--- src/verilog/sbox_pkg.sv ---
package sbox_pkg;

  localparam int LANE_W = 6;
  localparam int MAX_LANES = 16;

  typedef logic [1:0] gf4_t; // composite digit, x^2 = x + 1
  typedef logic [LANE_W-1:0] gf64_t; // three gf4 digits, digit 0 in bits 1:0

  typedef struct packed {
    gf64_t [MAX_LANES-1:0] lane; // lane 0 in the low bits
  } sbox_block_t;

  function automatic gf4_t gf4_add(gf4_t a, gf4_t b);
    gf4_t c;
    c = a ^ b;
    return c;
  endfunction

  // frobenius map, linear over GF(2)
  function automatic gf4_t gf4_sq(gf4_t a);
    gf4_t b;
    b[0] = a[0] ^ a[1];
    b[1] = a[1];
    return b;
  endfunction

  function automatic gf4_t gf4_mul(gf4_t a, gf4_t b);
    logic hi;
    gf4_t c;
    hi = a[1] & b[1]; // x^2 term folds back into both bits
    c[0] = (a[0] & b[0]) ^ hi;
    c[1] = (a[0] & b[1]) ^ (a[1] & b[0]) ^ hi;
    return c;
  endfunction

  // a^3 is 1 for any nonzero a in GF(4), so this is a^3 * b
  function automatic gf4_t gf4_qube_scale(gf4_t a, gf4_t b);
    logic nz;
    gf4_t c;
    nz = a[0] | a[1];
    c[0] = nz & b[0];
    c[1] = nz & b[1];
    return c;
  endfunction

endpackage

--- src/verilog/gf64_power26.sv ---
`timescale 1ns/1ps

module gf64_power26 (
  input  sbox_pkg::gf64_t a,
  output sbox_pkg::gf64_t b
);

  sbox_pkg::gf4_t y0;
  sbox_pkg::gf4_t y1;
  sbox_pkg::gf4_t y2;
  sbox_pkg::gf4_t p12; // products of squared digits
  sbox_pkg::gf4_t p02;
  sbox_pkg::gf4_t p01;
  sbox_pkg::gf4_t term [0:14];
  sbox_pkg::gf4_t d0;
  sbox_pkg::gf4_t d1;
  sbox_pkg::gf4_t d2;

  assign y0 = a[1:0];
  assign y1 = a[3:2];
  assign y2 = a[5:4];

  // digit squares
  assign term[0] = sbox_pkg::gf4_sq(y0);
  assign term[1] = sbox_pkg::gf4_sq(y1);
  assign term[2] = sbox_pkg::gf4_sq(y2);

  // cube scalings, each square survives only where the other digit is nonzero
  assign term[3] = sbox_pkg::gf4_qube_scale(y1, term[0]);
  assign term[4] = sbox_pkg::gf4_qube_scale(y2, term[0]);
  assign term[5] = sbox_pkg::gf4_qube_scale(y0, term[1]);
  assign term[6] = sbox_pkg::gf4_qube_scale(y2, term[1]);
  assign term[7] = sbox_pkg::gf4_qube_scale(y0, term[2]);
  assign term[8] = sbox_pkg::gf4_qube_scale(y1, term[2]);

  // plain cross products
  assign term[9]  = sbox_pkg::gf4_mul(y0, y1);
  assign term[10] = sbox_pkg::gf4_mul(y0, y2);
  assign term[11] = sbox_pkg::gf4_mul(y1, y2);

  // three-digit products, one digit times the squares of the other two
  assign p12 = sbox_pkg::gf4_mul(term[1], term[2]);
  assign p02 = sbox_pkg::gf4_mul(term[0], term[2]);
  assign p01 = sbox_pkg::gf4_mul(term[0], term[1]);
  assign term[12] = sbox_pkg::gf4_mul(y0, p12);
  assign term[13] = sbox_pkg::gf4_mul(y1, p02);
  assign term[14] = sbox_pkg::gf4_mul(y2, p01);

  always_comb begin
    d0 = sbox_pkg::gf4_add(term[1], term[2]);
    d0 = sbox_pkg::gf4_add(d0, term[4]);
    d0 = sbox_pkg::gf4_add(d0, term[5]);
    d0 = sbox_pkg::gf4_add(d0, term[6]);
    d0 = sbox_pkg::gf4_add(d0, term[9]);
    d0 = sbox_pkg::gf4_add(d0, term[11]);
    d0 = sbox_pkg::gf4_add(d0, term[12]);
    d0 = sbox_pkg::gf4_add(d0, term[13]);
  end

  always_comb begin
    d1 = sbox_pkg::gf4_add(term[0], term[2]);
    d1 = sbox_pkg::gf4_add(d1, term[5]);
    d1 = sbox_pkg::gf4_add(d1, term[7]);
    d1 = sbox_pkg::gf4_add(d1, term[8]);
    d1 = sbox_pkg::gf4_add(d1, term[10]);
    d1 = sbox_pkg::gf4_add(d1, term[11]);
    d1 = sbox_pkg::gf4_add(d1, term[13]);
    d1 = sbox_pkg::gf4_add(d1, term[14]);
  end

  always_comb begin
    d2 = sbox_pkg::gf4_add(term[0], term[1]);
    d2 = sbox_pkg::gf4_add(d2, term[3]);
    d2 = sbox_pkg::gf4_add(d2, term[4]);
    d2 = sbox_pkg::gf4_add(d2, term[8]);
    d2 = sbox_pkg::gf4_add(d2, term[9]);
    d2 = sbox_pkg::gf4_add(d2, term[10]);
    d2 = sbox_pkg::gf4_add(d2, term[12]);
    d2 = sbox_pkg::gf4_add(d2, term[14]);
  end

  assign b = {d2, d1, d0};

endmodule

--- src/verilog/sbox6.sv ---
`timescale 1ns/1ps

module sbox6 (
  input  sbox_pkg::gf64_t x,
  output sbox_pkg::gf64_t y
);

  sbox_pkg::gf64_t z; // x in composite basis
  sbox_pkg::gf64_t w; // z^26
  sbox_pkg::gf64_t p; // w back in standard basis
  logic mask;

  // forward basis change, standard to GF((2^2)^3)
  assign z[0] = x[0] ^ x[4] ^ x[5];
  assign z[1] = x[4];
  assign z[2] = x[0] ^ x[3];
  assign z[3] = x[1] ^ x[2] ^ x[3] ^ x[5];
  assign z[4] = x[0] ^ x[1];
  assign z[5] = x[1] ^ x[2] ^ x[4] ^ x[5];

  gf64_power26 u_power (
    .a (z),
    .b (w)
  );

  // inverse basis change
  assign p[0] = w[0] ^ w[1] ^ w[4] ^ w[5];
  assign p[1] = w[2] ^ w[4];
  assign p[2] = w[0] ^ w[1] ^ w[3] ^ w[4];
  assign p[3] = w[1] ^ w[2] ^ w[4];
  assign p[4] = w[0];
  assign p[5] = w[3] ^ w[4];

  // input parity flips the whole word, keeps it a bijection
  assign mask = x[2] ^ x[4];
  assign y = p ^ {sbox_pkg::LANE_W{mask}};

endmodule

--- src/verilog/sbox_layer.sv ---
`timescale 1ns/1ps

module sbox_layer #(
  parameter int NUM_LANES = 8
) (
  input  logic                  clk,
  input  logic                  rst,
  input  logic                  req,
  input  sbox_pkg::sbox_block_t block_in,
  output logic                  ack,
  output sbox_pkg::sbox_block_t block_out
);

  localparam int CNT_W = $clog2(sbox_pkg::MAX_LANES);

  localparam logic [1:0] ST_IDLE = 2'd0;
  localparam logic [1:0] ST_RUN  = 2'd1;
  localparam logic [1:0] ST_DONE = 2'd2;

  logic [1:0] state;
  logic [CNT_W-1:0] lane_cnt;
  logic last_lane;
  logic start;

  sbox_pkg::sbox_block_t src_q; // captured request block
  sbox_pkg::sbox_block_t res_q; // substituted lanes
  sbox_pkg::gf64_t lane_in;
  sbox_pkg::gf64_t lane_out;

  assign start = (state == ST_IDLE) && req;
  assign last_lane = (lane_cnt == CNT_W'(NUM_LANES - 1));

  // single shared S-box, one lane per cycle
  assign lane_in = src_q.lane[lane_cnt];

  sbox6 u_sbox (
    .x (lane_in),
    .y (lane_out)
  );

  always_ff @(posedge clk) begin
    if (rst) begin
      state <= ST_IDLE;
      lane_cnt <= '0;
      ack <= 1'b0;
    end else begin
      case (state)
        ST_IDLE: begin
          if (req) begin
            state <= ST_RUN;
            lane_cnt <= '0;
          end
        end
        ST_RUN: begin
          if (last_lane) begin
            state <= ST_DONE;
          end else begin
            lane_cnt <= lane_cnt + 1'b1;
          end
        end
        ST_DONE: begin
          if (!ack) begin
            ack <= 1'b1; // one cycle after the last lane write
          end else if (!req) begin
            ack <= 1'b0;
            state <= ST_IDLE;
          end
        end
        default: begin
          state <= ST_IDLE;
        end
      endcase
    end
  end

  always_ff @(posedge clk) begin
    if (start) begin
      src_q <= block_in;
    end
  end

  // only written while running, so held stable during ack
  always_ff @(posedge clk) begin
    if (rst) begin
      res_q <= '0;
    end else if (state == ST_RUN) begin
      res_q.lane[lane_cnt] <= lane_out;
    end
  end

  assign block_out = res_q;

endmodule

--- src/verilog/sbox_unit_top.sv ---
`timescale 1ns/1ps

module sbox_unit_top #(
  parameter int NUM_LANES = 8 // lanes used per block, up to MAX_LANES
) (
  input  logic                  clk,
  input  logic                  rst,
  input  logic                  req,
  input  sbox_pkg::sbox_block_t block_in,
  output logic                  ack,
  output sbox_pkg::sbox_block_t block_out
);

  // host four-phase handshake goes straight to the lane sequencer
  sbox_layer #(
    .NUM_LANES (NUM_LANES)
  ) u_layer (
    .clk       (clk),
    .rst       (rst),
    .req       (req),
    .block_in  (block_in),
    .ack       (ack),
    .block_out (block_out)
  );

endmodule

--- config.mk ---
export PLATFORM = sky130hd
export DESIGN_NAME = sbox_unit_top
export DESIGN_NICKNAME = d
export VERILOG_FILES = /design/src/verilog/sbox_pkg.sv /design/src/verilog/gf64_power26.sv /design/src/verilog/sbox6.sv /design/src/verilog/sbox_layer.sv /design/src/verilog/sbox_unit_top.sv
export SDC_FILE = /design/constraint.sdc
export NUM_CORES = 1
export LEC_CHECK = 0
export ABC_AREA = 0
export BUFFER_PORTS_ARGS = -buffer_cell sky130_fd_sc_hd__clkbuf_2
export CORE_ASPECT_RATIO = 1.1
export CORE_MARGIN = 3
export CORE_UTILIZATION = 49
export DETAILED_ROUTE_END_ITERATION = 10
export PLACE_DENSITY_LB_ADDON = 0.05
export SLEW_MARGIN = 20
export SYNTH_ARGS = -nofsm -noshare
export SYNTH_HDL_FRONTEND = slang
export SYNTH_HIERARCHICAL = 1
export SYNTH_SLANG_ARGS = --single-unit
--- constraint.sdc ---
create_clock -name clk -period 9.3 [get_ports clk]
set_clock_uncertainty 0.15 [all_clocks]
set_input_delay 1.86 -clock clk [delete_from_list [all_inputs] [get_ports clk]]
set_output_delay 1.86 -clock clk [all_outputs]
set_load 0.1 [all_outputs]
==> results of run 1 <==
==> registers in the layout, summed over array words and instances (netlist names) <==
register,cells
u_layer/state,2
u_layer/src_q,96
u_layer/lane_cnt,4
u_layer/ack,1
u_layer/block_out,96
==> synthesized netlist by cell type (8+ instances only) <==
library cell               instances  area (um^2)
sky130_fd_sc_hd__xnor3_1          10          225
sky130_fd_sc_hd__dfxtp_1         103         2060
sky130_fd_sc_hd__xor2_1           16          140
sky130_fd_sc_hd__a22oi_1          14          105
sky130_fd_sc_hd__xnor2_1          34          298
sky130_fd_sc_hd__mux4_2           24          541
sky130_fd_sc_hd__nand3_1          98          490
sky130_fd_sc_hd__clkbuf_1         36          135
sky130_fd_sc_hd__o21ai_0           8         40.0
sky130_fd_sc_hd__buf_1            14         52.6
sky130_fd_sc_hd__inv_1            10         37.5
sky130_fd_sc_hd__nand2_1         136          510
sky130_fd_sc_hd__edfxtp_1         96         2880
sky130_fd_sc_hd__ha_1             11          138
sky130_fd_sc_hd__a21oi_1         101          505
sky130_fd_sc_hd__nor2_1           14         52.6
sky130_fd_sc_hd__buf_2            10         50.1
==> metal layers <==
layer	wire, um	share of wire
met5	0	0
met4	390	0.018
met3	1440	0.067
met2	10100	0.48
met1	9360	0.44
==> final timing paths <==
| check | start | end | slack (ns) | depth (start not counted) |
|---|---|---|---|---|
| max | u_layer/lane_cnt[1] | u_layer/block_out[54] | 2.01 | 17 |
| min | u_layer/block_out[19] | u_layer/block_out[19] | 0.31 | 2 |
| max reg2reg | u_layer/lane_cnt[1] | u_layer/block_out[54] | 2.01 | 17 |
| min reg2reg | u_layer/block_out[19] | u_layer/block_out[19] | 0.31 | 2 |
==> metrics by stage <==
step / cell area, um^2 / util
after floorplan: 8830 / -
after global placement: 9900 / 0.571
after detailed placement: 9900 / 0.571
after CTS: 10500 / 0.606
after global routing: 10500 / 0.607
final: 10500 / 0.607
==> layout make-up <==
type | instances | area (um^2) | area share
Antenna cell | 1 | 2.50 | 0.000238
Clock buffer | 19 | 453 | 0.0431
Clock inverter | 13 | 155 | 0.0148
Inverter | 11 | 41.3 | 0.00393
Multi-Input combinational cell | 517 | 3550 | 0.338
Sequential cell | 199 | 4950 | 0.471
Tap cell | 234 | 293 | 0.0278
Timing Repair Buffer | 207 | 1070 | 0.102
==> cells by family after synthesis <==
group           Yosys count  synth area share
xor+xnor                 63            0.0838
fa+ha+maj                11            0.0156
simple gates            278             0.147
mux                      25            0.0625
flops                   199             0.560
compound gates          140            0.0912
buf+inv                  78            0.0397
==> worst max-delay path: cells and delay by family, from the launching register on <==
family	cells	cell delay [ns]
AO/OA/AOI/OAI	5	0.89
XOR/XNOR	5	2.69
adder cells (fa/ha/maj)	1	0.58
buffers and inverters	2	0.69
flip-flops	1	0.63
multiplexers	1	0.34
AND/OR/NAND/NOR	3	1.20
==> qor_table.md, run 1 <==
| Result | This run | Unit |
|---|---|---|
| Final cycle utilization of the critical path | 0.784 | - |
| Relative slew slack | 0.232 | - |
| Number of pins with negative max-slew slack in the final report | 0 | - |
| Worst setup SP type | register | - |
| Wire length of the first global-routing pass | 34.2 | mm |
| Met2 usage in global routing | 0.333 | - |
| Post-detailed-route wirelength per cell | 17.7 | um |
| Critical path endpoint category | register | - |
| Worst hold path class | register to register | - |
| Data arrival time of the critical path | 7.49 | ns |
| Total iterations of the first detailed-routing run | 5 | - |
| Number of DRC markers after the initial detailed-route iteration | 578 | - |
| Initial Util | 0.509 | - |
| Initial antenna violation count | 1 | - |
| Setup ws final | 2.01 | ns |
| RSZ-0062 raised after global routing | no | - |
| Insertion delay to the later sink of the worst-skew pair | 0.43 | ns |
| Count of warnings emitted by yosys | 6 | - |
| Maximum achievable frequency | 137 | MHz |
| Number of distinct library cells after synthesis | 57 | - |
| Detail Placement HPWL | 15.1 | mm |
| Most instantiated flip-flop cell in the synthesis netlist | sky130_fd_sc_hd__dfxtp_1 | - |
| Max H-tree Level | 4 | - |
| Gates resized, CTS repair | 0 | - |
| Outcome | finished, final reports clean | - |
| Mapped Nets | 904 | - |
| GR Overflow Total | 0 | - |
| Combined area of all synthesized cells | 0.00883 | mm^2 |
| Share of final-layout standard cells stronger than drive strength 1 | 0.288 | - |
| Number of endpoints with negative hold slack in the final report | 0 | - |
| Top library cells by usage in the layout, fill and taps aside | 194 x sky130_fd_sc_hd__clkbuf_2, 136 x sky130_fd_sc_hd__nand2_1, 102 x sky130_fd_sc_hd__dfxtp_1 | - |
| Final wirelength | 21.3 | mm |
| DRC errors left | 0 | - |
| Core ar. | 0.0173 | mm^2 |
| Cells along the critical path | buf_4, mux4_2, a22oi_1, nand2_1, xor2_1, xor2_1, inv_1, ha_1, a21boi_1, or4_1, a41oi_1, a311oi_1, xnor2_1, xnor2_1, xnor3_1, nand3_1, a21oi_1 | - |
| Total global-route track usage | 0.218 | - |
| Global routing's busiest layer | met2 | - |
| Area growth syn-to-layout | 19.1 | % |
| Number of setup violations in the final report | 0 | - |
| Critical Path Max Stage Delay | 0.93 | ns |
| FFs w/ async S/R, synth | 0 | - |
| Total of max-cap violations | 0 | - |
| Setup_tns | 0 | ns |
| Die W | 134 | um |
| Post-Synthesis Mean Instance Area | 11.1 | um^2 |
| Most frequent standard cell in the layout excluding fill and tap cells | sky130_fd_sc_hd__clkbuf_2 | - |
| Buffer levels on the longest clock path | 2 | - |
| Via count | 6582 | - |
| Die Area | 0.0197 | mm^2 |
| CTS Root Cell | sky130_fd_sc_hd__clkbuf_16 | - |
| Floorplan die height | 147 | um |
| CTS tree | yes | - |
| CP max-delay cell | sky130_fd_sc_hd__xor2_1 | - |
| Largest net degree at the start of global routing | 104 | - |
| Post-detailed-route via-to-cell ratio | 5.48 | - |
| Final net count | 1063 | - |
| Filler instances | 1465 | - |
| Clock slew seen by the registers of the worst setup and hold paths | 0.08 | ns |
| Clock Sinks | 199 | - |
| Flip-flop and latch count after synthesis | 199 | - |
| Kind of critical path | register to register | - |
| Number of clock buffers inserted by TritonCTS | 17 | - |
| Post-route minimum period | 7.29 | ns |
| Worst slew pin tran | 1.15 | ns |
| Number of instances in the synthesized netlist | 794 | - |
| Setup repair bufs after CTS | 0 | - |
| Dpl ws | 1.89 | ns |
| Vias in the first global route | 6360 | - |
| Layout Cells excl Fill | 1201 | - |
| Routed Antenna Nets | 0 | - |
| Final-layout worst hold slack | 0.307 | ns |
| Placed Cells | 1168 | - |
| Hold-fix buffers, CTS | 0 | - |
| IO Port Bufs | 195 | - |
| Number of rows created at floorplan | 50 | - |
| Routability Congestion | 0.857 | - |
| Count of boundary I/O pins | 196 | - |
| Required time at the worst-slack endpoint | 9.50 | ns |
| Routing usage on met3 | 0.0517 | - |
| Worst Path Max Fanout | 18 | - |
| Sequential cell area fraction in the yosys report | 0.560 | - |
| Number of enable flip-flop cells after synthesis | 96 | - |
| Met1 demand-to-capacity share in global routing | 0.313 | - |
Power of run 1 is not shown: default switching activity piles up to over one toggle a cycle in this logic, so the estimate is an artifact.
==> run 2: changes to the inputs <==
- clock period: 9.3 -> 6.55 ns (I/O delays scaled with it)
==> run 2 against run 1 <==
  * Register-to-register slack worse by 1.6 ns
  * Maximum frequency up 19%
  * Final cell count up 0.42%
  * Count of clock-buffer cells in the layout down 2
  * Utilization up 0.30 points
  * Flip-flop and latch count unchanged
  * Hold slack worse by 0.0033 ns
  * Setup slack worse by 1.6 ns
  * Die area unchanged
  * Via count down 0.61%
  * Wire length up 2.0%
  * Largest cell class unchanged
==> qor_table.md, run 2 (synthesized netlist as in run 1, its figures left out) <==
| Result | This run | Unit |
|---|---|---|
| Start point of the worst hold path | u_layer/block_out[58] | - |
| Number of setup violations in the final report | 0 | - |
| Top library cells by usage in the layout, fill and taps aside | 194 x sky130_fd_sc_hd__clkbuf_2, 136 x sky130_fd_sc_hd__nand2_1, 102 x sky130_fd_sc_hd__dfxtp_1 | - |
| CTS Root Cell | sky130_fd_sc_hd__clkbuf_16 | - |
| Via count | 6542 | - |
| Critical path endpoint category | register | - |
| Relative slew slack | 0.300 | - |
| Max H-tree Level | 4 | - |
| Most frequent standard cell in the layout excluding fill and tap cells | sky130_fd_sc_hd__clkbuf_2 | - |
| Endpoint of the worst hold path | u_layer/block_out[58] | - |
| Area taken by multi-input logic gates | 0.00356 | mm^2 |
| Final cycle utilization of the critical path | 0.936 | - |
| Kind of critical path | register to register | - |
| Worst R2R Start | u_layer/lane_cnt[0] | - |
| Detail Placement HPWL | 15.3 | mm |
| End of the worst register-to-register path | u_layer/block_out[48] | - |
| Worst Path Max Fanout | 24 | - |
| Number of clock buffers inserted by TritonCTS | 17 | - |
| Insertion delay to the later sink of the worst-skew pair | 0.43 | ns |
| Area growth syn-to-layout | 19.7 | % |
| Setup slack of the most critical reg-to-reg path | 0.42 | ns |
| Clock slew seen by the registers of the worst setup and hold paths | 0.07 | ns |
| Hold-fix buffers, CTS | 0 | - |
| Setup_tns | 0 | ns |
| Routed Antenna Nets | 0 | - |
| DRC errors left | 0 | - |
| Worst R2R Path Depth | 16 | - |
| Wire length of the first global-routing pass | 33.7 | mm |
| Final net count | 1069 | - |
| Number of cells traversed by the worst hold path | 2 | - |
| Initial Util | 0.509 | - |
| Antenna diode instance count | 0 | - |
| Outcome | finished, final reports clean | - |
| Setup repair bufs after CTS | 0 | - |
| Maximum achievable frequency | 163 | MHz |
| Clock Sinks | 199 | - |
| Die W | 134 | um |
| Worst slew pin tran | 1.05 | ns |
| Total global-route track usage | 0.219 | - |
| IO Port Bufs | 195 | - |
| Largest net degree at the start of global routing | 104 | - |
| Buffer levels on the longest clock path | 2 | - |
| Initial antenna violation count | 0 | - |
| Gates resized, CTS repair | 0 | - |
| CTS tree | yes | - |
| Routability Congestion | 0.863 | - |
| Core ar. | 0.0173 | mm^2 |
| Worst hold path class | register to register | - |
| Number of rows created at floorplan | 50 | - |
| Final wirelength | 21.7 | mm |
| RSZ-0062 raised after global routing | no | - |
| Floorplan die height | 147 | um |
| Total of max-cap violations | 0 | - |
| Number of endpoints with negative hold slack in the final report | 0 | - |
| Share of final-layout standard cells stronger than drive strength 1 | 0.294 | - |
| Count of boundary I/O pins | 196 | - |
| Die Area | 0.0197 | mm^2 |
| Number of pins with negative max-slew slack in the final report | 0 | - |
| Number of DRC markers after the initial detailed-route iteration | 485 | - |
| Total iterations of the first detailed-routing run | 5 | - |
| Worst setup SP type | register | - |
| Filler instances | 1475 | - |
| GR Overflow Total | 0 | - |
| Required time at the worst-slack endpoint | 6.75 | ns |
| Vias in the first global route | 6318 | - |
| Post-detailed-route wirelength per cell | 18.0 | um |
| Post-route minimum period | 6.13 | ns |
| Post-detailed-route via-to-cell ratio | 5.42 | - |
| Combined flip-flop and latch cell area | 0.00495 | mm^2 |
| Data arrival time of the critical path | 6.33 | ns |
## run 2: changes by cell type in the layout (fill, tap and decap cells not counted), sizes merged
cell | before | now
clkinv | 5 | 4
buf | 13 | 19
diode | 1 | 0
clkinvlp | 1 | 4
clkbuf | 213 | 211
## run 2: per-layer routing
layer  wire, um  vias to the layer above  global-route usage
met2      10700                      228               0.356
li1           -                     3162                   -
met4        290                        0              0.0556
met1       9300                     3133               0.299
met5          0                        -                   0
met3       1400                       19              0.0517
## run 2: worst max-delay path, cell delays in order, from the launching register on
cell	delay (ns)
sky130_fd_sc_hd__dfxtp_2	0.48
sky130_fd_sc_hd__buf_12	0.24
sky130_fd_sc_hd__mux4_2	0.53
sky130_fd_sc_hd__a22oi_1	0.26
sky130_fd_sc_hd__nand2_1	0.17
sky130_fd_sc_hd__xor2_1	0.56
sky130_fd_sc_hd__inv_1	0.14
sky130_fd_sc_hd__ha_1	0.53
sky130_fd_sc_hd__nand2_1	0.12
sky130_fd_sc_hd__xnor3_1	0.36
sky130_fd_sc_hd__or3_1	0.35
sky130_fd_sc_hd__a21oi_2	0.24
sky130_fd_sc_hd__xnor3_1	0.36
sky130_fd_sc_hd__xnor2_1	0.31
sky130_fd_sc_hd__xnor3_1	0.89
sky130_fd_sc_hd__nand3_1	0.15
sky130_fd_sc_hd__a21oi_1	0.18
## run 2: final cells by class
type	count	share of cell area
sequential	199	0.468
multi-input combinational	517	0.337
timing repair buffer	213	0.107
clock buffer	17	0.0403
tap	234	0.0277
clock inverter	15	0.0160
inverter	11	0.00391
## run 2: worst max path at each step
| stage | from | endpoint | cells past startpoint |
|---|---|---|---|
| floorplan | u_layer/lane_cnt[0] | u_layer/block_out[3] | 22 |
| global placement | u_layer/lane_cnt[0] | u_layer/block_out[24] | 16 |
| detailed placement | u_layer/lane_cnt[0] | u_layer/block_out[0] | 17 |
| CTS | u_layer/lane_cnt[0] | u_layer/block_out[0] | 17 |
| global route | u_layer/lane_cnt[0] | u_layer/block_out[48] | 17 |
| finish | u_layer/lane_cnt[0] | u_layer/block_out[48] | 16 |
## run 2: metrics by stage
step / std cells / setup WS, ns / hold slack, ns / instance area [um^2] / util
after CTS: 1206 / 0.428 / 0.306 / 10600 / 0.609
after detailed placement: 1174 / 0.431 / 0.295 / 9960 / 0.575
final: 1206 / 0.417 / 0.304 / 10600 / 0.610
after global routing: 1206 / 0.0155 / 0.326 / 10600 / 0.610
after floorplan: 794 / 0.554 / 0.434 / 8830 / -
after global placement: 1174 / 0.608 / 0.294 / 9960 / 0.575
Power of run 2 is left out for the same reason.
==> run 3: changes to the inputs <==
- CORE_ASPECT_RATIO: 1.1 -> 1.2
==> run 3 against run 2 <==
  * Die area is essentially flat
  * Hold slack gained 0.0039 ns
  * Critical path depth grew 2
  * Wire length shrank 1.5%
  * Highest routed layer unchanged
==> qor_table.md, run 3 (synthesized netlist as in run 1, its figures left out) <==
| Result | This run | Unit |
|---|---|---|
| Setup_tns | 0 | ns |
| Maximum achievable frequency | 166 | MHz |
| Die W | 129 | um |
| Kind of critical path | register to register | - |
| Relative slew slack | 0.273 | - |
| Floorplan die height | 153 | um |
| Routability Congestion | 0.926 | - |
| Count of boundary I/O pins | 196 | - |
| Vias in the first global route | 6334 | - |
| Setup slack of the most critical reg-to-reg path | 0.53 | ns |
| IO Port Bufs | 195 | - |
| Worst Path Max Fanout | 29 | - |
| Cells along the critical path | buf_12, mux4_2, a22oi_1, nand2_1, xor2_1, xor2_1, buf_4, ha_1, a21boi_1, nor4_1, o41a_1, a311oi_1, xnor2_1, xor2_1, xnor2_1, xnor3_1, nand3_1, a21oi_1 | - |
| Insertion delay to the later sink of the worst-skew pair | 0.43 | ns |
| Number of rows created at floorplan | 53 | - |
| Clock Sinks | 199 | - |
| Total iterations of the first detailed-routing run | 5 | - |
| Final Core Density | 0.600 | - |
| Clock slew seen by the registers of the worst setup and hold paths | 0.08 | ns |
| CTS Root Cell | sky130_fd_sc_hd__clkbuf_16 | - |
| Filler instances | 1466 | - |
| Critical path endpoint category | register | - |
| Worst R2R Start | u_layer/lane_cnt[0] | - |
| Initial Util | 0.502 | - |
| Area growth syn-to-layout | 19.5 | % |
| Post-detailed-route wirelength per cell | 18.0 | um |
| Endpoint of the worst hold path | u_layer/block_out[64] | - |
| Detail Placement HPWL | 15.0 | mm |
| Number of DRC markers after the initial detailed-route iteration | 678 | - |
| CTS tree | yes | - |
| Number of clock buffers inserted by TritonCTS | 17 | - |
| Antenna diode instance count | 0 | - |
| Final cycle utilization of the critical path | 0.920 | - |
| Number of endpoints with negative hold slack in the final report | 0 | - |
| End of the worst register-to-register path | u_layer/block_out[50] | - |
| GR Overflow Total | 0 | - |
| Required time at the worst-slack endpoint | 6.76 | ns |
| Max H-tree Level | 4 | - |
| Critical Path Max Stage Delay | 0.70 | ns |
| Kind of cell adding the most delay to the critical path | XOR/XNOR gates | - |
| Startpoint of the most critical setup path | u_layer/lane_cnt[0] | - |
| RSZ-0062 raised after global routing | no | - |
| Via count | 6572 | - |
| Final net count | 1070 | - |
| CP max-delay cell | sky130_fd_sc_hd__xnor3_1 | - |
| Share of final-layout standard cells stronger than drive strength 1 | 0.292 | - |
| Routed Antenna Nets | 0 | - |
| Number of setup violations in the final report | 0 | - |
| Post-route minimum period | 6.02 | ns |
| Hold-fix buffers, CTS | 0 | - |
| Outcome | finished, final reports clean | - |
| Top library cells by usage in the layout, fill and taps aside | 194 x sky130_fd_sc_hd__clkbuf_2, 136 x sky130_fd_sc_hd__nand2_1, 102 x sky130_fd_sc_hd__dfxtp_1 | - |
| Worst slew pin tran | 1.09 | ns |
| Total of max-cap violations | 0 | - |
| Data arrival time of the critical path | 6.23 | ns |
| Layout Cells excl Fill | 1193 | - |
| Buffers and inverters on the worst path | 2 | - |
| Setup repair bufs after CTS | 0 | - |
| Worst hold path class | register to register | - |
| Buffer levels on the longest clock path | 2 | - |
| Initial antenna violation count | 0 | - |
| Total global-route track usage | 0.217 | - |
| Gates resized, CTS repair | 0 | - |
| Final-layout worst hold slack | 0.308 | ns |
| Number of pins with negative max-slew slack in the final report | 0 | - |
| Largest net degree at the start of global routing | 104 | - |
| Final wirelength | 21.4 | mm |
| Combined flip-flop and latch cell area | 0.00495 | mm^2 |
| Start point of the worst hold path | u_layer/block_out[64] | - |
| Placed Cells | 1161 | - |
| Area taken by multi-input logic gates | 0.00356 | mm^2 |
| DRC errors left | 0 | - |
| Wire length of the first global-routing pass | 33.8 | mm |
| Most frequent standard cell in the layout excluding fill and tap cells | sky130_fd_sc_hd__clkbuf_2 | - |
| Number of cells traversed by the worst hold path | 2 | - |
| Worst setup SP type | register | - |
| Worst R2R Path Depth | 18 | - |
| Post-detailed-route via-to-cell ratio | 5.51 | - |
| Core ar. | 0.0176 | mm^2 |
| Die Area | 0.0197 | mm^2 |
| Critical Path Most Common Cell | sky130_fd_sc_hd__xor2_1 | - |
## run 3: cell count changes in the layout (fill, tap and decap cells not counted), sizes merged
cell      before  now
inv           16   20
clkinv         4    3
buf           19   20
clkbuf       211  213
clkinvlp       4    0
bufinv         2    1
## run 3: how the worst max path moves through the flow
stage                             to  depth (start not counted)
2_1_floorplan   u_layer/block_out[3]                         22
3_3_place_gp   u_layer/block_out[12]                         18
3_5_place_dp    u_layer/block_out[8]                         18
4_1_cts        u_layer/block_out[50]                         18
5_1_grt        u_layer/block_out[92]                         18
6_report       u_layer/block_out[50]                         18
## run 3: worst reg2reg max path, stage by stage (launching register included)
cell,delay (ns)
sky130_fd_sc_hd__dfxtp_2,0.37
sky130_fd_sc_hd__buf_12,0.24
sky130_fd_sc_hd__mux4_2,0.57
sky130_fd_sc_hd__a22oi_1,0.24
sky130_fd_sc_hd__nand2_1,0.18
sky130_fd_sc_hd__xor2_1,0.29
sky130_fd_sc_hd__xor2_1,0.23
sky130_fd_sc_hd__buf_4,0.26
sky130_fd_sc_hd__ha_1,0.40
sky130_fd_sc_hd__a21boi_1,0.38
sky130_fd_sc_hd__nor4_1,0.10
sky130_fd_sc_hd__o41a_1,0.41
sky130_fd_sc_hd__a311oi_1,0.42
sky130_fd_sc_hd__xnor2_1,0.24
sky130_fd_sc_hd__xor2_1,0.29
sky130_fd_sc_hd__xnor2_1,0.11
sky130_fd_sc_hd__xnor3_1,0.70
sky130_fd_sc_hd__nand3_1,0.20
sky130_fd_sc_hd__a21oi_1,0.17
## run 3: routing by layer
metal / part of all wire / global-route usage / vias up
li1: - / - / 3160
met1: 0.43 / 0.303 / 3134
met2: 0.49 / 0.344 / 251
met3: 0.062 / 0.0451 / 27
met4: 0.018 / 0.0655 / 0
met5: 0 / 0 / -
## run 3: cell type report
| class | instances | share of cell area |
|---|---|---|
| Tap cell | 220 | 0.0261 |
| Multi-Input combinational cell | 517 | 0.337 |
| Sequential cell | 199 | 0.469 |
| Clock buffer | 19 | 0.0420 |
| Inverter | 11 | 0.00391 |
| Timing Repair Buffer | 214 | 0.108 |
| Clock inverter | 13 | 0.0145 |
## run 3: per-stage QoR
stage                     worst slack (ns)  cell area (um^2)
after floorplan                      0.554              8830
after global placement               0.646              9950
after detailed placement             0.622              9950
after CTS                            0.554             10500
after global routing                 0.150             10600
final                                0.527             10600
Power of run 3 is left out for the same reason.
